==> config.mk <==
export PLATFORM = sky130hd
export DESIGN_NAME = cpu
export DESIGN_NICKNAME = d
export VERILOG_FILES = /design/src/source/cpu_pkg.sv /design/src/source/regs.sv /design/src/source/fetch.sv /design/src/source/decode.sv /design/src/source/alu.sv /design/src/source/mem_access.sv /design/src/source/cpu.sv
export SDC_FILE = /design/constraint.sdc
export NUM_CORES = 2
export LEC_CHECK = 0
export BUFFER_PORTS_ARGS = -buffer_cell sky130_fd_sc_hd__buf_4
export CORE_MARGIN = 2
export CORE_UTILIZATION = 45
export DETAILED_ROUTE_END_ITERATION = 16
export PLACE_DENSITY = 0.65
export SYNTH_ARGS = -nofsm -noshare
export SYNTH_HDL_FRONTEND = slang
export SYNTH_SLANG_ARGS = --single-unit
==> constraint.sdc <==
create_clock -name clk -period 14.5 [get_ports clk]
set_input_delay 2.9 -clock clk [delete_from_list [all_inputs] [get_ports clk]]
set_output_delay 2.9 -clock clk [all_outputs]
set_load 0.1 [all_outputs]
==> src/source/cpu_pkg.sv <==
package cpu_pkg;

    typedef logic [31:0] word_t;
    typedef logic [4:0]  reg_addr_t;

    // major opcodes
    localparam logic [6:0] OP     = 7'b0110011;
    localparam logic [6:0] OP_IMM = 7'b0010011;
    localparam logic [6:0] LUI    = 7'b0110111;
    localparam logic [6:0] JAL    = 7'b1101111;
    localparam logic [6:0] JALR   = 7'b1100111;
    localparam logic [6:0] BRANCH = 7'b1100011;
    localparam logic [6:0] LOAD   = 7'b0000011;
    localparam logic [6:0] STORE  = 7'b0100011;

    // alu funct3
    localparam logic [2:0] F3_ADD  = 3'b000;
    localparam logic [2:0] F3_SLL  = 3'b001;
    localparam logic [2:0] F3_SLT  = 3'b010;
    localparam logic [2:0] F3_SLTU = 3'b011;
    localparam logic [2:0] F3_XOR  = 3'b100;
    localparam logic [2:0] F3_SRL  = 3'b101;
    localparam logic [2:0] F3_OR   = 3'b110;
    localparam logic [2:0] F3_AND  = 3'b111;

    // branch funct3
    localparam logic [2:0] F3_BEQ  = 3'b000;
    localparam logic [2:0] F3_BNE  = 3'b001;
    localparam logic [2:0] F3_BLT  = 3'b100;
    localparam logic [2:0] F3_BGE  = 3'b101;
    localparam logic [2:0] F3_BLTU = 3'b110;
    localparam logic [2:0] F3_BGEU = 3'b111;

    // access width, word when none of these
    localparam logic [2:0] F3_B  = 3'b000;
    localparam logic [2:0] F3_H  = 3'b001;
    localparam logic [2:0] F3_BU = 3'b100;
    localparam logic [2:0] F3_HU = 3'b101;

    typedef struct packed {
        logic [6:0] funct7;
        reg_addr_t  rs2;
        reg_addr_t  rs1;
        logic [2:0] funct3;
        reg_addr_t  rd;
        logic [6:0] opcode;
    } r_fmt_t;

    typedef struct packed {
        logic [11:0] imm12;
        reg_addr_t   rs1;
        logic [2:0]  funct3;
        reg_addr_t   rd;
        logic [6:0]  opcode;
    } i_fmt_t;

    typedef struct packed {
        logic [6:0] imm_hi;
        reg_addr_t  rs2;
        reg_addr_t  rs1;
        logic [2:0] funct3;
        logic [4:0] imm_lo;
        logic [6:0] opcode;
    } s_fmt_t;

    typedef struct packed {
        logic [19:0] imm20;
        reg_addr_t   rd;
        logic [6:0]  opcode;
    } u_fmt_t;

    // one instruction word, four views
    typedef union packed {
        r_fmt_t r_fmt;
        i_fmt_t i_fmt;
        s_fmt_t s_fmt;
        u_fmt_t u_fmt;
    } inst_u;

    typedef struct packed {
        logic [2:0] funct3;
        logic       alt;
    } alu_op_t;

    typedef struct packed {
        logic       alu;
        logic       mem;
        logic       branch;
        logic       jump;
        logic       jump_reg;
        logic       upper;
        logic       imm_op;
        logic       store;
        logic [2:0] funct3;
        logic       alt;
        reg_addr_t  rd;
        word_t      rs1_val;
        word_t      rs2_val;
        word_t      imm;
    } dec_t;

endpackage

==> src/source/regs.sv <==
`timescale 1ns/100ps

module regs import cpu_pkg::*; (
    input  logic      clk,
    input  logic      rstn,
    input  logic      we,
    input  reg_addr_t rd,
    input  word_t     wd,
    input  reg_addr_t rs1,
    input  reg_addr_t rs2,
    output word_t     rd1,
    output word_t     rd2
);

    word_t rf [32];

    // x0 is cleared by reset and never written
    always_ff @(posedge clk) begin
        if (!rstn) begin
            for (int i = 0; i < 32; i++) begin
                rf[i] <= '0;
            end
        end else if (we && rd != 5'd0) begin
            rf[rd] <= wd;
        end
    end

    assign rd1 = rf[rs1];
    assign rd2 = rf[rs2];

endmodule

==> src/source/fetch.sv <==
`timescale 1ns/100ps

module fetch import cpu_pkg::*; #(
    parameter int INST_ADDR_W = 10
) (
    input  logic                   clk,
    input  logic                   rstn,
    input  logic                   order,
    input  word_t                  pc,
    output logic                   done,
    output inst_u                  inst,
    output logic [INST_ADDR_W-1:0] a_inst,
    input  word_t                  d_inst
);

    logic wait_mem;

    // word address, the memory answers one cycle later
    assign a_inst = pc[INST_ADDR_W+1:2];

    always_ff @(posedge clk) begin
        if (!rstn) begin
            wait_mem <= 1'b0;
            done     <= 1'b0;
        end else begin
            wait_mem <= order;
            done     <= wait_mem;
        end
    end

    // held until the next order
    always_ff @(posedge clk) begin
        if (wait_mem) begin
            inst <= d_inst;
        end
    end

endmodule

==> src/source/decode.sv <==
`timescale 1ns/100ps

module decode import cpu_pkg::*; (
    input  inst_u     inst,
    output reg_addr_t rs1,
    output reg_addr_t rs2,
    input  word_t     rd1,
    input  word_t     rd2,
    output dec_t      dec
);

    logic [6:0] opcode;
    word_t      imm_i;
    word_t      imm_s;
    word_t      imm_b;
    word_t      imm_u;
    word_t      imm_j;

    assign opcode = inst.r_fmt.opcode;
    assign rs1    = inst.r_fmt.rs1;
    assign rs2    = inst.r_fmt.rs2;

    assign imm_i = {{20{inst.i_fmt.imm12[11]}}, inst.i_fmt.imm12};
    assign imm_s = {{20{inst.s_fmt.imm_hi[6]}}, inst.s_fmt.imm_hi, inst.s_fmt.imm_lo};

    // b-type reuses the s-type fields with the bits shuffled
    assign imm_b = {{20{inst.s_fmt.imm_hi[6]}}, inst.s_fmt.imm_lo[0],
                    inst.s_fmt.imm_hi[5:0], inst.s_fmt.imm_lo[4:1], 1'b0};

    assign imm_u = {inst.u_fmt.imm20, 12'b0};

    // j-type likewise from the u-type field
    assign imm_j = {{12{inst.u_fmt.imm20[19]}}, inst.u_fmt.imm20[7:0],
                    inst.u_fmt.imm20[8], inst.u_fmt.imm20[18:9], 1'b0};

    always_comb begin
        dec         = '0;
        dec.funct3  = inst.r_fmt.funct3;
        dec.alt     = inst.r_fmt.funct7[5];
        dec.rd      = inst.r_fmt.rd;
        dec.rs1_val = rd1;
        dec.rs2_val = rd2;
        case (opcode)
            OP: begin
                dec.alu = 1'b1;
            end
            OP_IMM: begin
                dec.alu    = 1'b1;
                dec.imm_op = 1'b1;
                dec.imm    = imm_i;
            end
            LUI: begin
                dec.upper = 1'b1;
                dec.imm   = imm_u;
            end
            JAL: begin
                dec.jump = 1'b1;
                dec.imm  = imm_j;
            end
            JALR: begin
                dec.jump_reg = 1'b1;
                dec.imm      = imm_i;
            end
            BRANCH: begin
                dec.branch = 1'b1;
                dec.imm    = imm_b;
            end
            LOAD: begin
                dec.mem = 1'b1;
                dec.imm = imm_i;
            end
            STORE: begin
                dec.mem   = 1'b1;
                dec.store = 1'b1;
                dec.imm   = imm_s;
            end
            // unknown opcode leaves every class flag low
            default: begin
                dec.imm = '0;
            end
        endcase
    end

endmodule

==> src/source/alu.sv <==
`timescale 1ns/100ps

module alu import cpu_pkg::*; (
    input  logic    clk,
    input  logic    rstn,
    input  logic    order,
    input  alu_op_t op,
    input  logic    imm_op,
    input  word_t   a,
    input  word_t   b,
    output logic    done,
    output word_t   y
);

    logic [4:0] shamt;
    word_t      sra_res;
    word_t      res;

    assign shamt   = b[4:0];
    assign sra_res = $signed(a) >>> shamt;

    always_comb begin
        case (op.funct3)
            // addi has no sub form, so alt is ignored there
            F3_ADD:  res = (op.alt && !imm_op) ? a - b : a + b;
            F3_SLL:  res = a << shamt;
            F3_SLT:  res = {31'b0, $signed(a) < $signed(b)};
            F3_SLTU: res = {31'b0, a < b};
            F3_XOR:  res = a ^ b;
            F3_SRL:  res = op.alt ? sra_res : a >> shamt;
            F3_OR:   res = a | b;
            F3_AND:  res = a & b;
            default: res = a & b;
        endcase
    end

    always_ff @(posedge clk) begin
        if (!rstn) begin
            done <= 1'b0;
        end else begin
            done <= order;
        end
    end

    always_ff @(posedge clk) begin
        if (order) begin
            y <= res;
        end
    end

endmodule

==> src/source/mem_access.sv <==
`timescale 1ns/100ps

module mem_access import cpu_pkg::*; #(
    parameter int DATA_ADDR_W = 10
) (
    input  logic                   clk,
    input  logic                   rstn,
    input  logic                   order,
    input  logic                   store,
    input  logic [2:0]             funct3,
    input  word_t                  base,
    input  word_t                  offset,
    input  word_t                  wdata,
    output logic                   done,
    output word_t                  rdata,
    output logic [DATA_ADDR_W-1:0] a_mem,
    output word_t                  sd_mem,
    input  word_t                  ld_mem,
    output logic [3:0]             mem_write_flag,
    output logic                   mem_read_flag
);

    word_t      addr;
    logic [3:0] strb;
    logic       ld_wait;
    logic [2:0] ld_f3;
    logic [1:0] ld_off;
    logic [7:0] ld_byte;
    logic [15:0] ld_half;
    word_t      ld_val;

    assign addr  = base + offset;
    assign a_mem = addr[DATA_ADDR_W+1:2];

    // requests go out in the order cycle itself
    assign mem_read_flag  = order & ~store;
    assign mem_write_flag = (order && store) ? strb : 4'b0000;

    always_comb begin
        case (funct3)
            F3_B: begin
                strb   = 4'b0001 << addr[1:0];
                sd_mem = {4{wdata[7:0]}};
            end
            F3_H: begin
                strb   = 4'b0011 << {addr[1], 1'b0};
                sd_mem = {2{wdata[15:0]}};
            end
            default: begin
                strb   = 4'b1111;
                sd_mem = wdata;
            end
        endcase
    end

    assign ld_byte = ld_mem[8*ld_off +: 8];
    assign ld_half = ld_off[1] ? ld_mem[31:16] : ld_mem[15:0];

    always_comb begin
        case (ld_f3)
            F3_B:    ld_val = {{24{ld_byte[7]}}, ld_byte};
            F3_BU:   ld_val = {24'b0, ld_byte};
            F3_H:    ld_val = {{16{ld_half[15]}}, ld_half};
            F3_HU:   ld_val = {16'b0, ld_half};
            default: ld_val = ld_mem;
        endcase
    end

    // stores finish after one cycle, loads after two
    always_ff @(posedge clk) begin
        if (!rstn) begin
            ld_wait <= 1'b0;
            done    <= 1'b0;
        end else begin
            ld_wait <= order & ~store;
            done    <= (order & store) | ld_wait;
        end
    end

    always_ff @(posedge clk) begin
        if (order) begin
            ld_f3  <= funct3;
            ld_off <= addr[1:0];
        end
        if (ld_wait) begin
            rdata <= ld_val;
        end
    end

endmodule

==> src/source/cpu.sv <==
`timescale 1ns/100ps

module cpu import cpu_pkg::*; #(
    parameter int INST_ADDR_W = 10,
    parameter int DATA_ADDR_W = 10
) (
    input  logic                   clk,
    input  logic                   rstn,
    output logic [INST_ADDR_W-1:0] a_inst,
    input  word_t                  d_inst,
    output logic [DATA_ADDR_W-1:0] a_mem,
    output word_t                  sd_mem,
    input  word_t                  ld_mem,
    output logic [3:0]             mem_write_flag,
    output logic                   mem_read_flag,
    output logic                   halted
);

    localparam logic [2:0] S_FETCH        = 3'd0;
    localparam logic [2:0] S_FETCH_WAIT   = 3'd1;
    localparam logic [2:0] S_DECODE       = 3'd2;
    localparam logic [2:0] S_EXECUTE      = 3'd3;
    localparam logic [2:0] S_EXECUTE_WAIT = 3'd4;
    localparam logic [2:0] S_WRITE        = 3'd5;
    localparam logic [2:0] S_END          = 3'd6;

    logic [2:0] state;
    word_t      pc;
    word_t      next_pc;
    word_t      wb_val;

    logic       reg_we;
    word_t      reg_wd;
    reg_addr_t  rs1_a;
    reg_addr_t  rs2_a;
    word_t      rd1;
    word_t      rd2;

    logic       fetch_order;
    logic       fetch_done;
    inst_u      inst;
    dec_t       dec_d;
    dec_t       dec_r;

    logic       alu_order;
    logic       alu_done;
    alu_op_t    alu_op;
    word_t      alu_b;
    word_t      alu_y;

    logic       mem_order;
    logic       mem_done;
    word_t      mem_rdata;

    logic       take_branch;
    logic       unit_done;

    regs u_regs (
        .clk(clk), .rstn(rstn), .we(reg_we), .rd(dec_r.rd), .wd(reg_wd),
        .rs1(rs1_a), .rs2(rs2_a), .rd1(rd1), .rd2(rd2)
    );

    fetch #(.INST_ADDR_W(INST_ADDR_W)) u_fetch (
        .clk(clk), .rstn(rstn), .order(fetch_order), .pc(pc), .done(fetch_done),
        .inst(inst), .a_inst(a_inst), .d_inst(d_inst)
    );

    decode u_decode (
        .inst(inst), .rs1(rs1_a), .rs2(rs2_a), .rd1(rd1), .rd2(rd2), .dec(dec_d)
    );

    alu u_alu (
        .clk(clk), .rstn(rstn), .order(alu_order), .op(alu_op), .imm_op(dec_r.imm_op),
        .a(dec_r.rs1_val), .b(alu_b), .done(alu_done), .y(alu_y)
    );

    mem_access #(.DATA_ADDR_W(DATA_ADDR_W)) u_mem_access (
        .clk(clk), .rstn(rstn), .order(mem_order), .store(dec_r.store),
        .funct3(dec_r.funct3), .base(dec_r.rs1_val), .offset(dec_r.imm),
        .wdata(dec_r.rs2_val), .done(mem_done), .rdata(mem_rdata), .a_mem(a_mem),
        .sd_mem(sd_mem), .ld_mem(ld_mem), .mem_write_flag(mem_write_flag),
        .mem_read_flag(mem_read_flag)
    );

    assign alu_op = '{funct3: dec_r.funct3, alt: dec_r.alt};
    assign alu_b  = dec_r.imm_op ? dec_r.imm : dec_r.rs2_val;

    // branch comparator
    always_comb begin
        case (dec_r.funct3)
            F3_BEQ:  take_branch = dec_r.rs1_val == dec_r.rs2_val;
            F3_BNE:  take_branch = dec_r.rs1_val != dec_r.rs2_val;
            F3_BLT:  take_branch = $signed(dec_r.rs1_val) < $signed(dec_r.rs2_val);
            F3_BGE:  take_branch = $signed(dec_r.rs1_val) >= $signed(dec_r.rs2_val);
            F3_BLTU: take_branch = dec_r.rs1_val < dec_r.rs2_val;
            F3_BGEU: take_branch = dec_r.rs1_val >= dec_r.rs2_val;
            default: take_branch = 1'b0;
        endcase
    end

    assign unit_done = dec_r.mem ? mem_done : alu_done;

    // unit results are written in the cycle their done arrives
    always_comb begin
        reg_we = 1'b0;
        reg_wd = wb_val;
        if (state == S_WRITE) begin
            reg_we = dec_r.upper | dec_r.jump | dec_r.jump_reg;
        end else if (state == S_EXECUTE_WAIT) begin
            reg_we = unit_done & ~dec_r.store;
            reg_wd = dec_r.mem ? mem_rdata : alu_y;
        end
    end

    always_ff @(posedge clk) begin
        if (state == S_DECODE) begin
            dec_r <= dec_d;
        end
        if (state == S_EXECUTE) begin
            next_pc <= pc + 32'd4;
            wb_val  <= pc + 32'd4;
            if ((dec_r.branch && take_branch) || dec_r.jump) begin
                next_pc <= pc + dec_r.imm;
            end
            if (dec_r.jump_reg) begin
                next_pc <= (dec_r.rs1_val + dec_r.imm) & ~32'd1;
            end
            if (dec_r.upper) begin
                wb_val <= dec_r.imm;
            end
        end
    end

    always_ff @(posedge clk) begin
        if (!rstn) begin
            state       <= S_FETCH;
            pc          <= '0;
            fetch_order <= 1'b0;
            alu_order   <= 1'b0;
            mem_order   <= 1'b0;
        end else begin
            case (state)
                S_FETCH: begin
                    // order is normally raised on the way in, except after reset
                    fetch_order <= ~fetch_order;
                    if (fetch_order) begin
                        state <= S_FETCH_WAIT;
                    end
                end
                S_FETCH_WAIT: begin
                    if (fetch_done) begin
                        state <= S_DECODE;
                    end
                end
                S_DECODE: begin
                    alu_order <= dec_d.alu;
                    mem_order <= dec_d.mem;
                    state     <= S_EXECUTE;
                end
                S_EXECUTE: begin
                    alu_order <= 1'b0;
                    mem_order <= 1'b0;
                    if (dec_r.alu || dec_r.mem) begin
                        state <= S_EXECUTE_WAIT;
                    end else if (dec_r.branch || dec_r.jump || dec_r.jump_reg ||
                                 dec_r.upper) begin
                        state <= S_WRITE;
                    end else begin
                        state <= S_END;
                    end
                end
                S_EXECUTE_WAIT: begin
                    if (unit_done) begin
                        pc          <= {next_pc[31:2], 2'b00};
                        fetch_order <= 1'b1;
                        state       <= S_FETCH;
                    end
                end
                S_WRITE: begin
                    pc          <= {next_pc[31:2], 2'b00};
                    fetch_order <= 1'b1;
                    state       <= S_FETCH;
                end
                // halted until the next reset
                default: begin
                    state <= S_END;
                end
            endcase
        end
    end

    assign halted = (state == S_END);

endmodule

* Word level (Yosys, flattened, before mapping)
Memory sizes are Yosys's and may differ from the RTL's. A register that Yosys moved wholly into a read port is not among the register bits.
Index checks and enable logic that the tools add are counted.
** Word-level totals
- Word-level logic and storage cells :: 158
- Output and inout bits :: 58
- Memories kept :: 1
- Latch bits :: 0
- Register bits :: 256
- Bits of input ports :: 66
- ROM bits :: 0
- Bits in writable memories :: 1024
** Operators by class
- Div/mod/pow operators :: 0
- Equal/unequal tests :: 29
- Magnitude comparators :: 6
- Multipliers :: 0
- Bitwise logic cells :: 11
- Shift-type cells :: 6
- Muxes and demuxes :: 47
- Add/sub/neg operators :: 5
- Reduce and logical (&&, ||, !) cells :: 24
** Memories
- u_regs.rf :: depth 32, width 32, rd ports 2, clocked after memory_dff 2, write ports 32, RTL line regs.sv:15 : word_t rf [32];
** Operator list (number)
- $mux 32 :: 11
- $pmux 32 s8 :: 1
- $pmux 32 s5 :: 1
- $lt 32x32->1 :: 4
- $pmux 32 s2 :: 2
- $pmux 32 s4 :: 1
- $add 32x32->32 :: 3
- $ge 32x32->1 :: 2
- $add 32x3->32 const B :: 1
- $and 32x32->32 :: 1
- $eq 32x32->1 :: 1
- $ne 32x32->1 :: 1
- $or 32x32->32 :: 1
- $reduce_or 32->1 :: 1
- $shiftx 32x6->8 :: 1
- $shl 32x5->32 :: 1
- $shr 32x5->32 :: 1
- $sshr 32x5->32 :: 1
- $sub 32x32->32 :: 1
- $xor 32x32->32 :: 1
- $eq 3x3->1 const B :: 9
- $eq 7x6->1 const B :: 3
- $eq 7x7->1 const B :: 3
- $pmux 3 s6 :: 1
- other kinds (32) :: 75

* Logic depth before layout (Yosys ltp)
- Depth after elaboration :: 10
- Depth in mapped cells :: 18
- Mapped depth without buffers :: 15

* Hierarchy
Synthesis repeated with hierarchy kept, for this count alone.
** Unflattened totals
- Cells, all modules :: 7678
- Area total of the unflattened synthesis :: 83118.5 um^2
** Modules (own cells, without submodules)
- regs :: seq. area each 30749.5 um^2, area an instance 55715.9 um^2, times used 1, cells each 4609
- cpu :: seq. area each 5975.7 um^2, area an instance 12658.4 um^2, times used 1, cells each 1231
- alu :: seq. area each 980.9 um^2, area an instance 9623.0 um^2, times used 1, cells each 1336
- mem_access :: seq. area each 1151.1 um^2, area an instance 2859.0 um^2, times used 1, cells each 307
- decode :: seq. area each 0.0 um^2, area an instance 1173.6 um^2, times used 1, cells each 149
- fetch :: seq. area each 1001.0 um^2, area an instance 1088.5 um^2, times used 1, cells each 46

* Worst setup path after synthesis
OpenSTA, ideal clock, no wires.
- Kind :: register -> register
- Start point :: reg state[1]
- End point :: reg alu_order
- Clock period less this slack :: 10.008 ns
- Path slack :: 4.492 ns
- Data arrival time :: 9.910 ns
- Required time :: 14.402 ns
- Buffers on the path :: 1
- Setup time :: 0.098 ns
- Cell stages (with the launch flop) :: 5
- Cells stage by stage :: dfxtp_1 > clkbuf_1 > nor3b_1 > a22oi_1 > nor2_1
** Between the ends
- Cells in the longest elaborated chain, start to end :: 2
- Elaborated cells between the ends (all ways) :: 4
- Classes of those cells :: 2 x eq/ne; 1 x mux; 1 x reduce/logical
** Ends and longest elaborated chain
- from (decl) :: RTL line cpu.sv:27 : logic [2:0] state;
- from (signal assigned) :: RTL line cpu.sv:136 : state <= S_FETCH;
- from (signal assigned) :: RTL line cpu.sv:147 : state <= S_FETCH_WAIT;
- from (signal assigned) :: RTL line cpu.sv:152 : state <= S_DECODE;
- $eq 3x2->1 :: RTL line cpu.sv:142 : case (state)
- $pmux 1 s2 / $reduce_bool 2->1 (equally long branches)
- to (signal assigned) :: RTL line cpu.sv:156 : alu_order <= dec_d.alu;
- to (decl) :: RTL line cpu.sv:45 : logic alu_order;
Several ways; a longest one is shown, not always the timed one.
A chain may end at the register's enable or synchronous reset.

* Worst setup path after layout
- Start point :: reg dec_r[64] (netlist name)
- End point :: out a_mem[6]
** Between the ends
- Cells in the longest elaborated chain, start to end :: 1
** Ends and longest elaborated chain
- $add 32x32->32
- to (decl) :: RTL line cpu.sv:11 : output logic [DATA_ADDR_W-1:0] a_mem,
Every way passes these cells.

==> out/metrics.cfg <==
[global_route]
pin_count_of_the_biggest_net_entering_global_routing = 151
overflow = 0
grt_first_pass_wirelength_um = 381000
grt_antenna_before_repair = 11
globalRouteTotalUtil_pct = 30.5
vias_in_the_first_global_route = 52800

[worst_setup_path]
critical_path_required_ns = 11.60
rr_startpoint = dec_r[106]
critical_path.cell_chain = ha_1 > fa_1 > a21o_1 > a21oi_1 > o21bai_1 > a21oi_1 > o21ai_0 > a21oi_1 > xnor2_1 > buf_4
worst_setup_path_end_kind = output pin
rrSetupSlack_ns = 8.00
timing.critical_path.from_type = flop
critical_path_cell_count = 10
worst-setup-path-type = reg -> out
worst-path-buf-inv = 1
crit_arrival_ns = 3.96
worstPathMaxFanout = 7
cpLargestDelayFamily = compound AO/OA/AOI/OAI gates
cpPeakStageDelay_ns = 0.58
regToRegEndpoint = u_alu.y[0]
worst-r2r-cell-count = 15
critical_path.most_common_cell = a21oi_1
crit_path_top_delay_cell = edfxtp_1

[worst_hold_path]
worst_hold_path.endpoint = alu_op[1]
hold_path_depth = 0
timing.hold.worst.start = u_fetch.inst[12]
timing.hold.worst.class = reg -> reg

[run_status]
result_of_the_run = complete, no violations

[clock_network]
tritoncts = built
clockRootBuffer = clkbuf_16
htree_num_levels = 4
post_cts.repair.setup_buffers = 0
clk_path_buf_depth = 3
number_of_clock_buffers_inserted_by_tritoncts = 147
cts.repair.resized = 0
clk-insertion-delay-late_ns = 0.79
clk_pin_slew_worst_paths_ns = 0.06
postCtsHoldBufs = 0
clock_sinks = 1341

[synth]
library_cell_with_the_highest_instance_count_after_synthesis = edfxtp_1
synth-warning-count = 0
synthesis.instances = 6166
synthTopCellsByArea = edfxtp_1 50%, mux4_2 19%, nor2_1 6.0%, ha_1 3.1%, nand2_1 2.1%
synthFlopType = edfxtp_1
synthTopCellsByCount = 1300 x edfxtp_1, 1238 x nor2_1, 650 x mux4_2, 434 x nand2_1, 409 x clkbuf_1
synth_async_sr_flop_share_pct = 0
yosys.area.top_type = edfxtp_1
synthesis.area_um2 = 77500
synth_enable_flop_cells = 1300
postSynthAreaPerCell_um2 = 12.6
synth-seq-area-share_pct = 51.4
share_of_yosys_cell_area_claimed_by_the_top_area_cell_type_pct = 50.4
yosys_register_bits = 1341
synth.distinct_cells = 90

[sta]
max_slew.worst_pin.slew_ns = 1.13
hold_viol = 0
final_critical_path_setup_slack_ns = 7.64
finalMaxSlewViolations = 0
max-slew-margin-rel_pct = 24.7
finalSetupTns_ns = 0
finalSetupViolCount = 0
post-route-min-period_ns = 6.86
max_freq_mhz = 146
fin_worst_skew_ns = 0.0327
finalCritPeriodShare_pct = 47.3
rsz0062_at_grt = no

[pwr]
p_per_area_nw_per_um2 = 119
largest_vdd_supply_drop_mv = 0.136
power_leakage_nw = 30.9

[routing]
drc = 0
drt-initial-drc-count = 7914
vias = 55100
finalWirelength_um = 269000
vias_cell = 6.50
antenna_violating_nets_post_route = 0
drt_first_pass_iters = 6
wl_per_cell_um = 31.7

[cells_and_area]
final.fill_count = 14700
syn_to_final_growth_pct = 10.2
postLayoutCellArea_um2 = 85400
utilization_pct = 49.8
drive_gt1_share_pct = 21.4
nets = 6313

[floorplanning]
fp-row-count = 152
core_region_area_um2 = 171000
design.die.area_um2 = 176000
initial_core_util_pct = 45.2
die_width_um = 419
io_pins = 124
chipHeight_um = 419

[place]
post-place-ws_ns = 7.07
dp_hpwl_um = 185000
place_area_um2 = 80500
port_buffers = 123
finalWeightedCongestion = 0.998

[job]
max_cap_viol_count = 0

==> layout make-up <==
type / count / area (µm²) / share of cell area [%]
sequential: 1341 / 39900 / 46.7
multi-input combinational: 4153 / 35300 / 41.4
clock buffer: 174 / 3930 / 4.60
tap: 2310 / 2890 / 3.38
timing repair buffer: 234 / 1820 / 2.13
clock inverter: 90 / 913 / 1.07
inverter: 174 / 654 / 0.766
antenna: 2 / 5.00 / 0.00586
==> worst max path at each step <==
stage / slack (ns) / end / from
floorplan: 4.49 / alu_order / state[1]
global route: 7.40 / a_mem[6] / dec_r[64]
global placement: 7.03 / u_regs.rf[11][18] / rstn
finish: 7.64 / a_mem[6] / dec_r[64]
CTS: 7.65 / a_mem[6] / dec_r[64]
detailed placement: 7.07 / u_regs.rf[11][20] / rstn
==> cells by family (layout without fill, tap and decap cells) <==
group / after synthesis / count (layout) / share of synthesized area, %
other cells: 1 / 34 / 0.00484
compound gates: 932 / 932 / 7.68
simple gates: 1967 / 1967 / 10.4
flops: 1341 / 1341 / 51.4
fa+ha+maj: 196 / 196 / 3.20
xor+xnor: 126 / 126 / 1.42
buf+inv: 703 / 672 / 3.58
mux: 900 / 900 / 22.3
==> flip-flops by register name, indices dropped and copies added (netlist names) <==
| register | count |
|---|---|
| alu_op | 4 |
| state | 3 |
| u_fetch.inst | 32 |
| next_pc | 30 |
| u_alu.y | 32 |
| mem_order | 1 |
| u_fetch.wait_mem | 1 |
| wb_val | 32 |
| u_fetch.done | 1 |
| u_mem_access.rdata | 32 |
| alu_order | 1 |
| dec_r | 109 |
| u_mem_access.done | 1 |
| u_mem_access.ld_f3 | 3 |
| u_regs.rf | 1024 |
| u_mem_access.ld_wait | 1 |
| u_mem_access.ld_off | 2 |
| pc | 30 |
| u_alu.done | 1 |
| fetch_order | 1 |
==> power by group <==
part	leakage (nW)	total (mW)	switching [mW]	internal (mW)
clock network	2.37	3.83	1.61	2.22
registers	13.4	4.49	0.0963	4.40
logic	15.1	1.85	1.16	0.688
total	30.9	10.2	2.87	7.31
==> routing by layer <==
metal / GRT usage (%) / routed length, µm
met5: 0 / 28
met3: 7.37 / 30600
met1: 39.3 / 96700
met4: 16.9 / 17700
met2: 47.4 / 124000
==> per-stage QoR <==
| step | power, mW | std cells | hold WS [ns] |
|---|---|---|---|
| final | 10.2 | 8478 | 0.468 |
| after global routing | 10.4 | 8476 | 0.490 |
| after CTS | 10.2 | 8476 | 0.471 |
| after detailed placement | 6.37 | 8212 | 0.460 |
| after global placement | 6.35 | 8212 | 0.467 |
| after floorplan | 5.70 | 6197 | 0.424 |
==> layout by cell type, fill, tap and decap left out, types with 24 or more instances in the layout <==
| cell | synthesis | layout |
|---|---|---|
| o211ai_1 | 45 | 45 |
| xor2_1 | 51 | 51 |
| clkinv_1 | 3 | 36 |
| a221oi_1 | 26 | 26 |
| o21ai_2 | 0 | 32 |
| ha_1 | 192 | 192 |
| mux2_2 | 86 | 86 |
| a21o_1 | 59 | 59 |
| buf_4 | 29 | 229 |
| a21oi_1 | 255 | 255 |
| edfxtp_1 | 1300 | 1300 |
| o32ai_1 | 25 | 25 |
| nor3_1 | 45 | 44 |
| conb_1 | 1 | 32 |
| clkinv_2 | 0 | 27 |
| a211oi_1 | 37 | 37 |
| nand3_1 | 49 | 46 |
| mux2i_1 | 162 | 162 |
| mux4_2 | 650 | 650 |
| nand2b_1 | 31 | 31 |
| dfxtp_1 | 41 | 40 |
| nand2_1 | 434 | 375 |
| clkbuf_16 | 0 | 152 |
| nand2_2 | 0 | 59 |
| inv_1 | 169 | 167 |
| o21a_1 | 49 | 47 |
| xnor2_1 | 75 | 75 |
| nor2_1 | 1238 | 1235 |
| a31oi_1 | 24 | 24 |
| o21ai_0 | 247 | 215 |
| nor2b_1 | 55 | 55 |
Note: power is estimated with default switching activity, not from simulation.
